--- src/rtl/frame_rd_pkg.sv ---
//----------------------------------------------------------------------
// frame read-back package
// widths, segment lengths, gap and FIFO sizes, state enums and the
// parser beat shared by the intake, parser and formatter
//----------------------------------------------------------------------
`default_nettype none

package frame_rd_pkg;

	// word widths
	localparam int WORD_W = 32;

	typedef logic [WORD_W-1:0] word_t;
	// top bit is the info flag
	typedef logic [WORD_W:0]   in_word_t;
	typedef logic [15:0]       size_t;
	typedef logic [1:0]        roi_idx_t;

	// segment sizes in 32-bit words
	localparam int ROI_NUM           = 4;
	localparam int LEADER_LEN        = 13;
	localparam int TRAILER_LEN_CHUNK = 9;
	localparam int TRAILER_LEN_PLAIN = 8;

	// gap before and after each frame, in cycles
	localparam int GAP_LEN   = 8;
	localparam int GAP_CNT_W = $clog2(GAP_LEN + 1);

	// intake FIFO
	localparam int FIFO_DEPTH = 16;
	localparam int FIFO_AW    = $clog2(FIFO_DEPTH);

	typedef enum logic [1:0] {SEG_LEADER, SEG_IMAGE, SEG_CHUNK, SEG_TRAILER} seg_e;

	typedef enum logic [2:0] {PS_IDLE, PS_LEADER, PS_IMAGE, PS_CHUNK, PS_TRAILER} parse_state_e;

	typedef enum logic [1:0] {FS_IDLE, FS_LEAD_GAP, FS_ACTIVE, FS_TAIL_GAP} fmt_state_e;

	// one parser beat, 36 bits
	typedef struct packed {
		logic  valid;
		seg_e  seg;
		word_t data;
		// final trailer word of the frame
		logic  last;
	} beat_t;

endpackage

`default_nettype wire

--- src/rtl/word_intake.sv ---
//----------------------------------------------------------------------
// word intake
// four-phase req/ack receiver in front of a circular word FIFO,
// ack is withheld while the FIFO is full
//----------------------------------------------------------------------
`timescale 1ns/1ps
`default_nettype none

module word_intake
	import frame_rd_pkg::*;
(
	input  wire logic     clk,
	input  wire logic     i_arst_n,
	// producer side
	input  wire logic     i_wr_req,
	input  wire in_word_t i_wr_word,
	output logic          o_wr_ack,
	// parser side
	input  wire logic     i_pop,
	output in_word_t      o_head,
	output logic          o_not_empty
);

	// pointers carry one wrap bit above the address
	logic [FIFO_AW:0] wr_ptr;
	logic [FIFO_AW:0] rd_ptr;
	in_word_t         mem [FIFO_DEPTH];
	logic             full;
	logic             push;
	logic             pop_ok;

	//------------------------------------------------------------------
	// FIFO status
	//------------------------------------------------------------------
	// full when addresses match and wrap bits differ
	assign full = (wr_ptr[FIFO_AW] != rd_ptr[FIFO_AW]) &&
	              (wr_ptr[FIFO_AW-1:0] == rd_ptr[FIFO_AW-1:0]);
	assign o_not_empty = (wr_ptr != rd_ptr);

	// store on the req phase only, once per pulse
	assign push = i_wr_req && !o_wr_ack && !full;
	// guard against a pop on empty
	assign pop_ok = i_pop && o_not_empty;

	//------------------------------------------------------------------
	// handshake
	//------------------------------------------------------------------
	// ack follows req up after a store, and down once req drops
	always_ff @(posedge clk or negedge i_arst_n) begin
		if (!i_arst_n) begin
			o_wr_ack <= 1'b0;
		end else if (push) begin
			o_wr_ack <= 1'b1;
		end else if (!i_wr_req) begin
			o_wr_ack <= 1'b0;
		end
	end

	//------------------------------------------------------------------
	// pointers and storage
	//------------------------------------------------------------------
	always_ff @(posedge clk or negedge i_arst_n) begin
		if (!i_arst_n) begin
			wr_ptr <= '0;
		end else if (push) begin
			wr_ptr <= wr_ptr + 1'b1;
		end
	end

	always_ff @(posedge clk or negedge i_arst_n) begin
		if (!i_arst_n) begin
			rd_ptr <= '0;
		end else if (pop_ok) begin
			rd_ptr <= rd_ptr + 1'b1;
		end
	end

	// word array
	always_ff @(posedge clk) begin
		if (push) begin
			mem[wr_ptr[FIFO_AW-1:0]] <= i_wr_word;
		end
	end

	// show-ahead head word
	assign o_head = mem[rd_ptr[FIFO_AW-1:0]];

endmodule

`default_nettype wire

--- src/rtl/frame_parser.sv ---
//----------------------------------------------------------------------
// frame parser
// splits the word stream into leader, image, chunk and trailer
// segments, picks the image size by ROI and emits one beat per word
//----------------------------------------------------------------------
`timescale 1ns/1ps
`default_nettype none

module frame_parser
	import frame_rd_pkg::*;
(
	input  wire logic                 clk,
	input  wire logic                 i_arst_n,
	input  wire logic                 i_stream_enable,
	// configuration
	input  wire size_t [ROI_NUM-1:0]  i_roi_sizes,
	input  wire size_t                i_chunk_len,
	// FIFO head
	input  wire in_word_t             i_head,
	input  wire logic                 i_not_empty,
	// from formatter
	input  wire logic                 i_grant,
	output logic                      o_pop,
	output beat_t                     o_beat
);

	parse_state_e state;
	parse_state_e state_nxt;
	size_t        word_cnt;
	size_t        seg_len;
	size_t        trailer_len;
	roi_idx_t     roi_idx;
	seg_e         cur_seg;
	logic         chunk_on;
	logic         info_flag;
	logic         data_pop;
	logic         seg_done;
	// beat register fields
	logic         beat_valid;
	seg_e         beat_seg;
	word_t        beat_data;
	logic         beat_last;

	//------------------------------------------------------------------
	// segment lengths
	//------------------------------------------------------------------
	// zero chunk length turns chunk mode off
	assign chunk_on    = (i_chunk_len != '0);
	assign trailer_len = chunk_on ? size_t'(TRAILER_LEN_CHUNK) : size_t'(TRAILER_LEN_PLAIN);

	always_comb begin
		case (state)
			PS_LEADER:  seg_len = size_t'(LEADER_LEN);
			PS_IMAGE:   seg_len = i_roi_sizes[roi_idx];
			PS_CHUNK:   seg_len = i_chunk_len;
			PS_TRAILER: seg_len = trailer_len;
			default:    seg_len = '0;
		endcase
	end

	// segment kind carried by the beat
	always_comb begin
		case (state)
			PS_IMAGE:   cur_seg = SEG_IMAGE;
			PS_CHUNK:   cur_seg = SEG_CHUNK;
			PS_TRAILER: cur_seg = SEG_TRAILER;
			default:    cur_seg = SEG_LEADER;
		endcase
	end

	//------------------------------------------------------------------
	// FIFO read
	//------------------------------------------------------------------
	assign info_flag = i_head[WORD_W];
	// read only inside a segment and while granted
	assign o_pop = i_stream_enable && i_grant && i_not_empty && (state != PS_IDLE);
	// flagged words are read and dropped
	assign data_pop = o_pop && !info_flag;
	assign seg_done = data_pop && (word_cnt == seg_len - 1'b1);

	//------------------------------------------------------------------
	// segment FSM
	//------------------------------------------------------------------
	always_comb begin
		state_nxt = state;
		if (!i_stream_enable) begin
			state_nxt = PS_IDLE;
		end else begin
			case (state)
				PS_IDLE: begin
					// frame starts with the grant
					if (i_grant) begin
						state_nxt = PS_LEADER;
					end
				end
				PS_LEADER: begin
					if (seg_done) begin
						state_nxt = PS_IMAGE;
					end
				end
				PS_IMAGE: begin
					if (seg_done) begin
						state_nxt = chunk_on ? PS_CHUNK : PS_TRAILER;
					end
				end
				PS_CHUNK: begin
					if (seg_done) begin
						state_nxt = PS_TRAILER;
					end
				end
				PS_TRAILER: begin
					if (seg_done) begin
						state_nxt = PS_IDLE;
					end
				end
				default: state_nxt = PS_IDLE;
			endcase
		end
	end

	always_ff @(posedge clk or negedge i_arst_n) begin
		if (!i_arst_n) begin
			state <= PS_IDLE;
		end else begin
			state <= state_nxt;
		end
	end

	// one word counter shared by all segments
	always_ff @(posedge clk or negedge i_arst_n) begin
		if (!i_arst_n) begin
			word_cnt <= '0;
		end else if (!i_stream_enable || state == PS_IDLE || seg_done) begin
			word_cnt <= '0;
		end else if (data_pop) begin
			word_cnt <= word_cnt + 1'b1;
		end
	end

	// info word at image position zero picks the ROI
	always_ff @(posedge clk or negedge i_arst_n) begin
		if (!i_arst_n) begin
			roi_idx <= '0;
		end else if (o_pop && info_flag && state == PS_IMAGE && word_cnt == '0) begin
			roi_idx <= i_head[$bits(roi_idx_t)-1:0];
		end
	end

	//------------------------------------------------------------------
	// beat register
	//------------------------------------------------------------------
	always_ff @(posedge clk or negedge i_arst_n) begin
		if (!i_arst_n) begin
			beat_valid <= 1'b0;
			beat_seg   <= SEG_LEADER;
			beat_last  <= 1'b0;
		end else begin
			beat_valid <= data_pop;
			beat_last  <= seg_done && (state == PS_TRAILER);
			if (data_pop) begin
				beat_seg <= cur_seg;
			end
		end
	end

	always_ff @(posedge clk) begin
		if (data_pop) begin
			beat_data <= i_head[WORD_W-1:0];
		end
	end

	assign o_beat = '{valid: beat_valid, seg: beat_seg, data: beat_data, last: beat_last};

endmodule

`default_nettype wire

--- src/rtl/stream_formatter.sv ---
//----------------------------------------------------------------------
// stream formatter
// frame gap timing, parser grant, fval and registered line strobes
//----------------------------------------------------------------------
`timescale 1ns/1ps
`default_nettype none

module stream_formatter
	import frame_rd_pkg::*;
(
	input  wire logic  clk,
	input  wire logic  i_arst_n,
	input  wire logic  i_stream_enable,
	input  wire logic  i_not_empty,
	input  wire beat_t i_beat,
	output logic       o_grant,
	output logic       o_fval,
	output logic       o_lval,
	output logic       o_lval_leader,
	output logic       o_lval_chunk,
	output logic       o_lval_trailer,
	output word_t      o_pix_data
);

	fmt_state_e           state;
	logic [GAP_CNT_W-1:0] gap_cnt;
	logic                 gap_end;
	logic                 beat_ok;

	assign gap_end = (gap_cnt == GAP_CNT_W'(GAP_LEN - 1));
	// drops with the last beat, before the FSM leaves active
	assign o_grant = (state == FS_ACTIVE) && !i_beat.last;
	assign beat_ok = i_stream_enable && i_beat.valid;

	//------------------------------------------------------------------
	// gap FSM and fval
	//------------------------------------------------------------------
	always_ff @(posedge clk or negedge i_arst_n) begin
		if (!i_arst_n) begin
			state   <= FS_IDLE;
			gap_cnt <= '0;
			o_fval  <= 1'b0;
		end else if (!i_stream_enable) begin
			state   <= FS_IDLE;
			gap_cnt <= '0;
			o_fval  <= 1'b0;
		end else begin
			case (state)
				FS_IDLE: begin
					// first buffered word starts the frame
					gap_cnt <= '0;
					if (i_not_empty) begin
						state <= FS_LEAD_GAP;
					end
				end
				FS_LEAD_GAP: begin
					gap_cnt <= gap_cnt + 1'b1;
					if (gap_end) begin
						state  <= FS_ACTIVE;
						o_fval <= 1'b1;
					end
				end
				FS_ACTIVE: begin
					gap_cnt <= '0;
					if (i_beat.valid && i_beat.last) begin
						state <= FS_TAIL_GAP;
					end
				end
				FS_TAIL_GAP: begin
					gap_cnt <= gap_cnt + 1'b1;
					if (gap_end) begin
						state  <= FS_IDLE;
						o_fval <= 1'b0;
					end
				end
				default: state <= FS_IDLE;
			endcase
		end
	end

	//------------------------------------------------------------------
	// output strobes and data
	//------------------------------------------------------------------
	// one strobe per segment kind
	always_ff @(posedge clk or negedge i_arst_n) begin
		if (!i_arst_n) begin
			o_lval         <= 1'b0;
			o_lval_leader  <= 1'b0;
			o_lval_chunk   <= 1'b0;
			o_lval_trailer <= 1'b0;
		end else begin
			o_lval         <= beat_ok && (i_beat.seg == SEG_IMAGE);
			o_lval_leader  <= beat_ok && (i_beat.seg == SEG_LEADER);
			o_lval_chunk   <= beat_ok && (i_beat.seg == SEG_CHUNK);
			o_lval_trailer <= beat_ok && (i_beat.seg == SEG_TRAILER);
		end
	end

	// data holds between strobes
	always_ff @(posedge clk) begin
		if (beat_ok) begin
			o_pix_data <= i_beat.data;
		end
	end

endmodule

`default_nettype wire

--- src/rtl/frame_readback_top.sv ---
//----------------------------------------------------------------------
// frame read-back top
// word intake, frame parser and stream formatter joined together
//----------------------------------------------------------------------
`timescale 1ns/1ps
`default_nettype none

module frame_readback_top
	import frame_rd_pkg::*;
(
	input  wire logic                clk,
	input  wire logic                i_arst_n,
	input  wire logic                i_stream_enable,
	// configuration
	input  wire size_t [ROI_NUM-1:0] i_roi_sizes,
	input  wire size_t               i_chunk_len,
	// producer handshake
	input  wire logic                i_wr_req,
	input  wire in_word_t            i_wr_word,
	output logic                     o_wr_ack,
	// video-style output
	output logic                     o_fval,
	output logic                     o_lval,
	output logic                     o_lval_leader,
	output logic                     o_lval_chunk,
	output logic                     o_lval_trailer,
	output word_t                    o_pix_data
);

	in_word_t head;
	logic     not_empty;
	logic     pop;
	logic     grant;
	beat_t    beat;

	word_intake u_intake (
		.clk         (clk),
		.i_arst_n    (i_arst_n),
		.i_wr_req    (i_wr_req),
		.i_wr_word   (i_wr_word),
		.o_wr_ack    (o_wr_ack),
		.i_pop       (pop),
		.o_head      (head),
		.o_not_empty (not_empty)
	);

	frame_parser u_parser (
		.clk             (clk),
		.i_arst_n        (i_arst_n),
		.i_stream_enable (i_stream_enable),
		.i_roi_sizes     (i_roi_sizes),
		.i_chunk_len     (i_chunk_len),
		.i_head          (head),
		.i_not_empty     (not_empty),
		.i_grant         (grant),
		.o_pop           (pop),
		.o_beat          (beat)
	);

	stream_formatter u_formatter (
		.clk             (clk),
		.i_arst_n        (i_arst_n),
		.i_stream_enable (i_stream_enable),
		.i_not_empty     (not_empty),
		.i_beat          (beat),
		.o_grant         (grant),
		.o_fval          (o_fval),
		.o_lval          (o_lval),
		.o_lval_leader   (o_lval_leader),
		.o_lval_chunk    (o_lval_chunk),
		.o_lval_trailer  (o_lval_trailer),
		.o_pix_data      (o_pix_data)
	);

endmodule

`default_nettype wire

--- config.mk ---
export PLATFORM = sky130hd
export DESIGN_NAME = frame_readback_top
export DESIGN_NICKNAME = d
export VERILOG_FILES = /design/src/rtl/frame_rd_pkg.sv /design/src/rtl/word_intake.sv /design/src/rtl/frame_parser.sv /design/src/rtl/stream_formatter.sv /design/src/rtl/frame_readback_top.sv
export SDC_FILE = /design/constraint.sdc
export NUM_CORES = 1
export LEC_CHECK = 0
export BUFFER_PORTS_ARGS = -buffer_cell sky130_fd_sc_hd__buf_2
export CAP_MARGIN = 20
export CORE_ASPECT_RATIO = 1.5
export CORE_MARGIN = 2
export CORE_UTILIZATION = 60
export DETAILED_ROUTE_END_ITERATION = 16
export MAX_ROUTING_LAYER = met4
export PLACE_DENSITY = 0.79
export SLEW_MARGIN = 20
export SYNTH_ARGS = -nofsm -noshare
export SYNTH_HDL_FRONTEND = slang
export SYNTH_SLANG_ARGS = --single-unit
--- constraint.sdc ---
create_clock -name clk -period 6.3 [get_ports clk]
set_clock_uncertainty 0.1 [all_clocks]
set_input_delay 0.315 -clock clk [delete_from_list [all_inputs] [get_ports clk]]
set_output_delay 0.315 -clock clk [all_outputs]
set_load 0.005 [all_outputs]
==> run_results.csv, run 1 <==
group,metric,value,unit
setup_path,worstSetupEndpointType,"flip-flop",
setup_path,path_class,"flip-flop to flip-flop",
logic_synthesis,synthCells,1210,
flow_run,cap_violations,0,
logic_synthesis,seq_area_frac_synth,74.11,%
detailed_routing,drtIter0Drc,1175,
setup_path,path_common_cell,"nand4_1",
clock_network,path_clk_slew,0.07,ns
sta,slew_violations,0,
clock_network,clock_path_buffers,3,
detailed_routing,routed_wl,56.53,mm
logic_synthesis,ys_top_cells_by_area,"edfxtp_1 70%, mux4_2 15%, dfrtp_1 4.6%, xnor2_1 1.1%, nor2_1 0.79%",
sta,relSlewSlack,29.11,%
setup_path,r2r_setup_slack,1.95,ns
finish,drive_gt1_share,33.33,%
setup_path,required,6.63,ns
logic_synthesis,synth_top_family_by_area,"multiplexers",
global_routing,grt_pass1_vias,13490,
detailed_routing,drtPass1Iterations,5,
logic_synthesis,ys_types,78,
logic_synthesis,synthAdderAreaFrac,0.6849,%
power,p_leak,9.358,nW
clock_network,cts_tree,"done",
logic_synthesis,yosysTopAreaCell,"edfxtp_1",
setup_path,max_stage_delay,0.82,ns
global_routing,grt_usage,26.77,%
sta,worst_slew_pin_slew,1.063,ns
sta,tns,0,ns
global_routing,grt_overflow_total,0,
logic_synthesis,avgSynthCellArea,21.14,sq um
finish,postLayoutCoreUtil,69.31,%
setup_path,critPathSlowestCell,"dfrtp_4",
sta,setup_viol,0,
logic_synthesis,ys_warn_count,0,
finish,num-nets-final,1539,
floorplan,die-area,44330,sq um
floorplan,die_h,256.9,um
clock_network,clk_latency,0.59,ns
setup_path,worst_setup_path_start_kind,"flip-flop",
clock_network,post_cts_buffers,0,
logic_synthesis,ys_ff_latch,639,
finish,areaGrowthSynthToFinish,13.86,%
logic_synthesis,synth_flop_cell,"edfxtp_1",
logic_synthesis,syn_area,25580,sq um
placement,port_buffers,154,
global_routing,grt_max_degree,72,
global_routing,antenna_found_initial,2,
sta,max_freq,229.8,MHz
logic_synthesis,ys_async_sr_fraction,7.355,%
clock_network,h-tree-depth,2,
floorplan,coreArea,42020,sq um
sta,timing.final.crit_share,69.07,%
detailed_routing,drtAntennaViolNets,0,
logic_synthesis,synth.top_cell.area_share,69.51,%
setup_path,cp_num_buf_inv,1,
sta,finalCriticalPeriod,4.351,ns
logic_synthesis,synth_edf_count,592,
placement,gp_congestion,0.8529,
logic_synthesis,synthSimpleGateAreaFrac,3.772,%
logic_synthesis,synth_compound_area_share,1.991,%
clock_network,cts_buffers,53,
global_routing,grt_pass1_wl,84.97,mm
logic_synthesis,synth_mux_area_share,16.35,%
floorplan,ios,155,
setup_path,path_cells,"buf_4 > xnor2_1 > nand4_1 > o211a_1 > and2_2 > nand4_1 > nor3b_2 > o2111ai_2 > o21ai_2 > nor2_1",
power,power.density,345.8,nW/um^2
floorplan,start_util,60.87,%
hold_path,min_path_type,"input port to flip-flop",
sta,hold_viol,0,
setup_path,worstPathArrival,4.68,ns
setup_path,critical-path-top-delay-family,"compound AO/OA/AOI/OAI gates",
finish,n_fill_cell,2496,
clock_network,cts-resized-gates,0,
setup_path,worst-path-max-fanout,37,
logic_synthesis,synth_fp_nets,1341,
run_status,status,"complete, no violations",
detailed_routing,wl_per_cell,28.04,um
detailed_routing,viasPerCell,6.360,
clock_network,cts.sinks,639,
logic_synthesis,synth_xor_area_share,1.849,%
placement,dp_hpwl,32.54,mm
sta,rsz0062_at_grt,"no",
detailed_routing,vias,12820,
clock_network,clockRootBuffer,"clkbuf_16",
power,ir_drop,264.3,uV
floorplan,num_rows,92,
floorplan,die_width,172.6,um
detailed_routing,drc,0,
-- final timing paths --
kind	startpoint	to	cells after the start
min in group asynchronous	i_arst_n	u_formatter.gap_cnt[0]	3
max reg2reg	u_intake.rd_ptr[0]	u_parser.word_cnt[14]	10
min	i_wr_word[17]	u_intake.mem[4][17]	1
max in group asynchronous	i_arst_n	u_intake.rd_ptr[0]	3
min reg2reg	u_parser.beat_data[24]	u_formatter.o_pix_data[24]	0
max	u_intake.rd_ptr[0]	u_parser.word_cnt[14]	10
-- where the power goes --
part | switching, mW | internal [mW]
clock network | 1.43 | 1.89
registers | 0.198 | 4.87
logic | 0.828 | 0.854
total | 2.46 | 7.61
-- cell families after synthesis --
| kind of cell | after synthesis |
|---|---|
| flip-flops | 639 |
| buffers and inverters | 71 |
| multiplexers | 190 |
| XOR/XNOR | 54 |
| AND/OR/NAND/NOR | 174 |
| AO/OA/AOI/OAI | 68 |
| adder cells (fa/ha/maj) | 14 |
-- timing repair --
| item | in CTS | in global routing |
|---|---|---|
| setup endpoints to repair | 0 | 0 |
| hold buffers | 19 | 0 |
| hold endpoints to repair | 227 | 0 |
-- routing by layer --
| layer | track usage (%) | wire, um | vias to the layer above |
|---|---|---|---|
| met5 | - | 0 | - |
| met2 | 46.98 | 31150 | 598 |
| li1 | - | - | 5428 |
| met1 | 32.31 | 20240 | 6696 |
| met4 | 8.428 | 1470 | 0 |
| met3 | 3.930 | 3664 | 99 |
-- cell usage after synthesis, types with 7 or more instances --
cell and instances:
a22oi_1 12, buf_1 12, buf_2 10, clkbuf_1 31, dfrtp_1 47, edfxtp_1 592, ha_1 14, inv_1 12
mux4_2 174, nand2_1 22, nand3_1 8, nand4_1 17, nor2_1 54, nor3_1 13, nor4_1 7, o21ai_0 17
xnor2_1 33, xor2_1 21
-- layout by cell type (no fill, tap or decap), drive strengths merged, types with 4 or more instances in the layout --
cell         synthesis  final
nand3                9      9
clkbuf              32     69
o21ai               19     19
mux4               180    180
dfrtp               47     47
or2                  4      4
and3                 6      6
or3                  4      4
nor3                15     15
dlygate4sd3          0     19
a31oi                6      6
a22oi               12     12
a21oi                6      6
nor2                54     54
clkinv               0     17
nand4               17     17
xnor2               33     33
nor4                 7      7
nor3b                4      4
mux2                 4      4
bufinv               0      7
ha                  14     14
inv                 12     14
buf                 27    183
mux2i                6      6
edfxtp             592    592
or4                  5      5
nand2               22     22
xor2                21     21
nand2b               5      5
-- area by class of cell --
class / instances / area [sq um] / share of cell area [%]
antenna: 3 / 7.507 / 0.02578
clock inverter: 27 / 324.1 / 1.113
multi-input combinational: 500 / 6415 / 22.03
sequential: 639 / 18970 / 65.13
tap: 564 / 705.7 / 2.423
timing repair buffer: 202 / 1231 / 4.228
clock buffer: 69 / 1426 / 4.898
inverter: 12 / 45.04 / 0.1547
-- registers in the layout, summed over array words and instances (netlist names), 2 cells and up --
register / flops
u_intake.mem: 528
u_formatter.state: 2
u_intake.wr_ptr: 5
u_parser.beat_data: 32
u_parser.word_cnt: 16
u_formatter.gap_cnt: 4
u_parser.state: 3
u_parser.roi_idx: 2
u_parser.beat_seg: 2
u_formatter.o_pix_data: 32
u_intake.rd_ptr: 5
-- per-stage QoR --
step | hold slack, ns | area [sq um] | cells | power [mW] | setup slack (ns)
after floorplan | -0.08059 | 25580 | 1210 | 6.281 | 1.855
after global placement | 0.3005 | 27090 | 1895 | 6.750 | 2.071
after detailed placement | 0.3045 | 27170 | 1898 | 6.797 | 1.925
after CTS | 0.001724 | 29110 | 2013 | 10.14 | 1.857
after global routing | 0.02001 | 29120 | 2016 | 10.39 | 1.476
final | 0.01324 | 29120 | 2016 | 10.07 | 1.949
Power figures use the tool's default switching activity.
==> inputs of run 2 (changes only) <==
--- a/config.mk
+++ b/config.mk
@@ -5,14 +5,15 @@
 export SDC_FILE = /design/constraint.sdc
 export NUM_CORES = 1
 export LEC_CHECK = 0
+export ABC_AREA = 1
 export BUFFER_PORTS_ARGS = -buffer_cell sky130_fd_sc_hd__buf_2
 export CAP_MARGIN = 20
 export CORE_ASPECT_RATIO = 1.5
 export CORE_MARGIN = 2
-export CORE_UTILIZATION = 60
+export CORE_UTILIZATION = 61
 export DETAILED_ROUTE_END_ITERATION = 16
 export MAX_ROUTING_LAYER = met4
-export PLACE_DENSITY = 0.79
+export PLACE_DENSITY = 0.8
 export SLEW_MARGIN = 20
 export SYNTH_ARGS = -nofsm -noshare
 export SYNTH_HDL_FRONTEND = slang
==> constraint.sdc (replaced) <==
create_clock -name clk -period 4.5 [get_ports clk]
set_clock_uncertainty 0.1 [all_clocks]
set_input_delay 0.225 -clock clk [delete_from_list [all_inputs] [get_ports clk]]
set_output_delay 0.225 -clock clk [all_outputs]
set_load 0.005 [all_outputs]
==> run_results.csv, run 2 <==
group,metric,value,unit
run_status,status,"complete, no violations",
setup_path,worstPathArrival,3.68,ns
detailed_routing,drtIter0Drc,2310,
sta,relSlewSlack,25.18,%
clock_network,clock_path_buffers,3,
finish,layout_common_cells,"592 x edfxtp_1, 339 x nor2_1, 323 x nand2_1",
placement,dp.cells,2838,
logic_synthesis,synth_flop_cell,"edfxtp_1",
setup_path,path_class,"flip-flop to flip-flop",
sta,max_freq,285.5,MHz
floorplan,ios,155,
logic_synthesis,ys_ff_latch,639,
detailed_routing,drtAntennaViolNets,0,
power,ir_drop,409.3,uV
power,p_leak,10.76,nW
setup_path,worst-path-max-fanout,58,
clock_network,cts_tree,"done",
logic_synthesis,ys_warn_count,0,
finish,num-nets-final,2492,
clock_network,post_cts_buffers,0,
hold_path,worstHoldPathCells,1,
logic_synthesis,ys_types,46,
floorplan,die-area,44900,sq um
logic_synthesis,syn_area,26340,sq um
setup_path,worstReg2RegEnd,"u_intake.mem[6][5]",
detailed_routing,drtPass1Iterations,6,
setup_path,r2r_setup_slack,1.0,ns
floorplan,die_h,258.5,um
logic_synthesis,synthCells,2203,
logic_synthesis,ys_async_sr_fraction,7.355,%
clock_network,cts-resized-gates,0,
setup_path,reg2regPathDepth,9,
detailed_routing,viasPerCell,6.196,
global_routing,grt_max_degree,103,
clock_network,clockRootBuffer,"clkbuf_16",
finish,layout_commonest_cell,"edfxtp_1",
clock_network,h-tree-depth,2,
placement,dp_slack,1.196,ns
clock_network,hold_buffers,35,
logic_synthesis,avgSynthCellArea,11.96,sq um
logic_synthesis,synth_fp_nets,2334,
sta,slew_violations,0,
logic_synthesis,ys_top_cells_by_area,"edfxtp_1 67%, o21ai_0 5.3%, nor2_1 5.1%, nand2_1 4.6%, dfrtp_1 4.5%",
logic_synthesis,synth.top_cell.area_share,67.48,%
detailed_routing,wl_per_cell,22.24,um
detailed_routing,vias,18430,
floorplan,start_util,61.52,%
global_routing,grt_overflow_total,0,
clock_network,cts.sinks,639,
placement,dp_hpwl,39.13,mm
sta,tns,0,ns
finish,n_fill_cell,2919,
floorplan,num_rows,93,
finish,diodes,0,
sta,fin_ws,0.9974,ns
logic_synthesis,yosysTopAreaCell,"edfxtp_1",
clock_network,path_clk_slew,0.07,ns
setup_path,worstSetupEndpointType,"flip-flop",
finish,areaGrowthSynthToFinish,13.65,%
logic_synthesis,synth_edf_count,592,
sta,setup_viol,0,
sta,worst_slew_pin_slew,1.120,ns
setup_path,worst_setup_path_start_kind,"flip-flop",
sta,rsz0062_at_grt,"no",
floorplan,die_width,173.7,um
global_routing,grt_pass1_wl,99.71,mm
setup_path,reg2reg_from,"u_intake.rd_ptr[0]",
logic_synthesis,seq_area_frac_synth,71.94,%
sta,hold_viol,0,
logic_synthesis,synth.most_common_cell,"edfxtp_1",
floorplan,coreArea,42820,sq um
sta,timing.final.crit_share,77.83,%
global_routing,grt_pass1_vias,18000,
finish,final_cells,2975,
hold_path,min_path_type,"input port to flip-flop",
hold_path,worstHoldEndpoint,"u_intake.mem[13][0]",
global_routing,grt_usage,29.73,%
placement,gp_congestion,0.9475,
placement,port_buffers,154,
global_routing,antenna_found_initial,0,
clock_network,cts_buffers,54,
finish,drive_gt1_share,13.10,%
hold_path,min-delay-start,"i_wr_word[0]",
sta,finalCriticalPeriod,3.503,ns
clock_network,clk_latency,0.59,ns
detailed_routing,drc,0,
detailed_routing,routed_wl,66.18,mm
flow_run,cap_violations,0,
power,power.density,594.2,nW/um^2
setup_path,required,4.67,ns
logic_synthesis,synth_common_cells,"592 x edfxtp_1, 356 x nor2_1, 323 x nand2_1",
finish,largest_reg_flops,528,
run 2: changes by cell type after synthesis, sizes merged, moves of 31 or more:
| cell | previous run | this run |
|---|---|---|
| nor2 | 54 | 363 |
| nand2 | 22 | 329 |
| o21ai | 19 | 283 |
| mux4 | 180 | 0 |
| nand3 | 9 | 111 |
| inv | 12 | 109 |
| o22ai | 1 | 78 |
| clkbuf | 32 | 96 |
| o221ai | 0 | 50 |
| xnor2 | 33 | 2 |
run 2: critical path: stages (launching register included):
cell and delay [ns]:
dfrtp_4 0.45, buf_4 0.49, xor2_1 0.24, nor2_1 0.08, nand3b_1 0.15, nand3_1 0.13
inv_1 0.18, nand2_1 0.29, nor2_4 0.74, buf_4 0.33
run 2: layout make-up:
type | count | area, sq um | share of cell area (%)
flip-flops and latches | 639 | 18960 | 63.34
multi-input cells | 1333 | 6600 | 22.05
clock buffers | 72 | 1511 | 5.048
repair buffers | 223 | 1416 | 4.731
well taps | 570 | 713.2 | 2.382
inverters | 110 | 420.4 | 1.404
clock inverters | 28 | 315.3 | 1.053
run 2: per-layer routing:
layer,vias to the layer above,global-route usage [%],part of all wire [%]
met4,0,12.16,3.5
li1,8186,-,-
met3,168,4.181,9.3
met2,1147,49.22,51
met1,8931,37.41,37
met5,-,-,0
run 2: worst max path at each step:
| stage | cells past startpoint | start | end | slack, ns |
|---|---|---|---|---|
| finish | 9 | u_intake.rd_ptr[0] | u_intake.mem[6][5] | 1.0 |
| detailed placement | 9 | u_intake.rd_ptr[0] | u_intake.mem[6][11] | 1.20 |
| floorplan | 8 | u_intake.rd_ptr[1] | u_intake.mem[15][0] | 1.31 |
| global placement | 9 | u_intake.rd_ptr[0] | u_intake.mem[6][11] | 1.26 |
| global route | 9 | u_intake.rd_ptr[0] | u_intake.mem[6][5] | 0.86 |
| CTS | 9 | u_intake.rd_ptr[0] | u_intake.mem[6][5] | 1.09 |
run 2: cells by family (layout without fill, tap and decap cells):
logic type      count (synthesis)  count (layout)  share of synthesized area (%)
buf+inv                       231             433                          3.486
flops                         639             639                          71.94
fa+ha+maj                      14              14                         0.6649
xor+xnor                       28              28                         0.9309
mux                             2               2                        0.08548
simple gates                  843             843                          13.09
compound gates                446             446                          9.798
run 2: stage by stage:
| stage | power, mW | hold WS (ns) | utilization [%] | area (sq um) |
|---|---|---|---|---|
| floorplan | 11.10 | -0.1706 | - | 26340 |
| global placement | 12.72 | 0.2634 | 64.70 | 27710 |
| detailed placement | 12.91 | 0.2619 | 64.70 | 27710 |
| CTS | 17.75 | 0.0008006 | 69.79 | 29880 |
| global route | 18.60 | 0.01231 | 69.92 | 29940 |
| finish | 17.79 | 0.04195 | 69.92 | 29940 |
run 2: power by group:
part           internal, mW  leakage, nW  switching, mW
combinational          1.63         3.92           4.16
clock                  2.76        0.888           2.05
sequential             6.98         5.95          0.222
==> inputs of run 3 (changes only) <==
==> constraint.sdc (replaced) <==
create_clock -name clk -period 3.6 [get_ports clk]
set_clock_uncertainty 0.1 [all_clocks]
set_input_delay 0.18 -clock clk [delete_from_list [all_inputs] [get_ports clk]]
set_output_delay 0.18 -clock clk [all_outputs]
set_load 0.005 [all_outputs]
==> run_results.csv, run 3 (same netlist as run 2, synthesis figures left out) <==
group,metric,value,unit
setup_path,max_stage_delay,0.50,ns
setup_path,worstReg2RegEnd,"u_parser.state[0]",
clock_network,post_cts_buffers,0,
sta,worst_slew_pin_slew,0.9866,ns
finish,diodes,0,
power,p_leak,10.85,nW
clock_network,h-tree-depth,2,
power,p_total,21.92,mW
finish,areaGrowthSynthToFinish,14.14,%
detailed_routing,routed_wl,63.25,mm
setup_path,critical-path-top-delay-family,"simple AND/OR/NAND/NOR gates",
power,p_clk_share,26.8,%
setup_path,worst-path-max-fanout,31,
power,p_comb_share,31.9,%
placement,dp_hpwl,35.90,mm
finish,layout_commonest_cell,"edfxtp_1",
setup_path,reg2regPathDepth,22,
global_routing,grt_pass1_vias,18050,
floorplan,num_rows,93,
sta,finalCriticalPeriod,3.133,ns
setup_path,cp_num_buf_inv,2,
sta,relSlewSlack,34.23,%
finish,design_area,30070,sq um
clock_network,path_clk_slew,0.06,ns
power,power.density,729.0,nW/um^2
setup_path,reg2reg_from,"u_parser.roi_idx[0]",
detailed_routing,viasPerCell,6.079,
floorplan,die-area,44900,sq um
sta,setup_viol,0,
flow_run,cap_violations,0,
placement,place_area,27920,sq um
power,p_seq_share,41.3,%
floorplan,die_h,258.5,um
setup_path,path_common_cell,"nand2_1",
detailed_routing,drtAntennaViolNets,0,
setup_path,worstPathArrival,3.53,ns
power,cellInternalPower,14.08,mW
floorplan,coreArea,42820,sq um
clock_network,cts.sinks,639,
floorplan,die_width,173.7,um
clock_network,cts_buffers,54,
placement,dp_slack,0.3850,ns
power,p_switching,7.839,mW
placement,port_buffers,154,
sta,fin_ws,0.4670,ns
sta,rsz0062_at_grt,"no",
detailed_routing,drc,0,
global_routing,grt_usage,28.76,%
detailed_routing,drtIter0Drc,2049,
finish,drive_gt1_share,13.93,%
sta,max_freq,319.2,MHz
finish,n_fill_cell,2830,
setup_path,r2r_setup_slack,0.47,ns
sta,timing.final.crit_share,87.03,%
global_routing,antenna_found_initial,0,
clock_network,clock_path_buffers,3,
sta,slew_violations,0,
power,ir_drop,500.0,uV
power,power_switching_share,35.76,%
global_routing,grt_pass1_wl,96.52,mm
placement,gp_congestion,0.9546,
sta,tns,0,ns
global_routing,grt_max_degree,141,
clock_network,cts_tree,"done",
finish,layout_common_cells,"592 x edfxtp_1, 339 x nor2_1, 323 x nand2_1",
clock_network,clk_latency,0.61,ns
clock_network,clockRootBuffer,"clkbuf_16",
setup_path,required,4.00,ns
detailed_routing,wl_per_cell,21.11,um
setup_path,worstSetupEndpointType,"flip-flop",
setup_path,path_cells,"inv_4 > nand2_1 > nand2_1 > nand2_1 > nand2_1 > nand2_1 > nand3_2 > inv_1 > ha_1 > xor2_1 > a21boi_0 > nand2_1 > nor2_1 > nand2_1 > nor2_1 > nand3_1 > nor2_1 > nand2_2 > nand2_2 > nand2_1 > nand2_1 > nand2_1",
detailed_routing,drtPass1Iterations,7,
setup_path,path_class,"flip-flop to flip-flop",
sta,hold_viol,0,
detailed_routing,vias,18210,
setup_path,critPathSlowestCell,"dfrtp_2",
run_status,status,"complete, no violations",
setup_path,worst_setup_path_start_kind,"flip-flop",
finish,largest_reg_flops,528,
hold_path,min_path_type,"input port to asynchronous set/reset pin",
finish,num-nets-final,2516,
global_routing,grt_overflow_total,0,
floorplan,start_util,61.52,%
floorplan,ios,155,
[run 3: final cells by class]
| cell class | instances | area [sq um] | area share [%] |
|---|---|---|---|
| flip-flops and latches | 639 | 18960 | 63.07 |
| multi-input cells | 1333 | 6600 | 21.95 |
| repair buffers | 247 | 1584 | 5.268 |
| clock buffers | 65 | 1393 | 4.631 |
| well taps | 570 | 713.2 | 2.372 |
| inverters | 110 | 420.4 | 1.398 |
| clock inverters | 32 | 395.4 | 1.315 |
[run 3: worst max-delay path by stage]
stage | startpoint | to | slack (ns) | cells after the start
after floorplan | u_intake.rd_ptr[1] | u_intake.mem[15][0] | 0.41 | 8
after global placement | u_parser.roi_idx[0] | u_parser.state[0] | 0.46 | 22
after detailed placement | u_parser.roi_idx[0] | u_parser.state[2] | 0.39 | 22
final | u_parser.roi_idx[0] | u_parser.state[0] | 0.47 | 22
after CTS | u_parser.roi_idx[0] | u_parser.state[2] | 0.40 | 22
after global routing | u_parser.roi_idx[0] | u_parser.state[0] | 0.14 | 22
[run 3: power groups by stage]
stage / clock [mW] / sequential, mW / combinational [mW]
after floorplan: 0 / 9.01 / 4.87
after global placement: 0 / 9.16 / 6.59
after detailed placement: 0 / 9.19 / 6.82
after CTS: 5.92 / 9.04 / 6.94
after global routing: 6.20 / 9.08 / 7.72
final: 5.87 / 9.05 / 7.00
[run 3: worst reg2reg max path, cell delays in order (launching register included)]
cell and delay, ns:
dfrtp_2 0.50, inv_4 0.27, nand2_1 0.08, nand2_1 0.06
nand2_1 0.04, nand2_1 0.14, nand2_1 0.10, nand3_2 0.13
inv_1 0.08, ha_1 0.29, xor2_1 0.13, a21boi_0 0.18
nand2_1 0.07, nor2_1 0.08, nand2_1 0.05, nor2_1 0.08
nand3_1 0.07, nor2_1 0.13, nand2_2 0.11, nand2_2 0.12
nand2_1 0.10, nand2_1 0.09, nand2_1 0.06
[run 3: metrics by stage]
stage          hold slack [ns]  utilization [%]  instances
2_1_floorplan          -0.2156                -       2203
3_3_place_gp            0.1552            65.20       2863
3_5_place_dp            0.1627            65.20       2863
4_1_cts                0.03893            70.22       2996
5_1_grt                 0.1333            70.22       2996
6_report               0.06254            70.22       2996
[run 3: per-layer routing]
metal | track usage, % | vias to the layer above | part of all wire, % | wire length (um)
li1 | - | 8241 | - | -
met2 | 49.13 | 925 | 52 | 32840
met1 | 34.09 | 8842 | 36 | 22670
met4 | 14.08 | 0 | 4.6 | 2923
met3 | 3.580 | 205 | 7.6 | 4815
met5 | - | - | 0 | 0
[run 3: timing repair]
action | CTS | global route
setup endpoints to repair | 0 | 3
hold buffers | 36 | 0
gates resized for setup | 0 | 1
hold endpoints to repair | 575 | 0
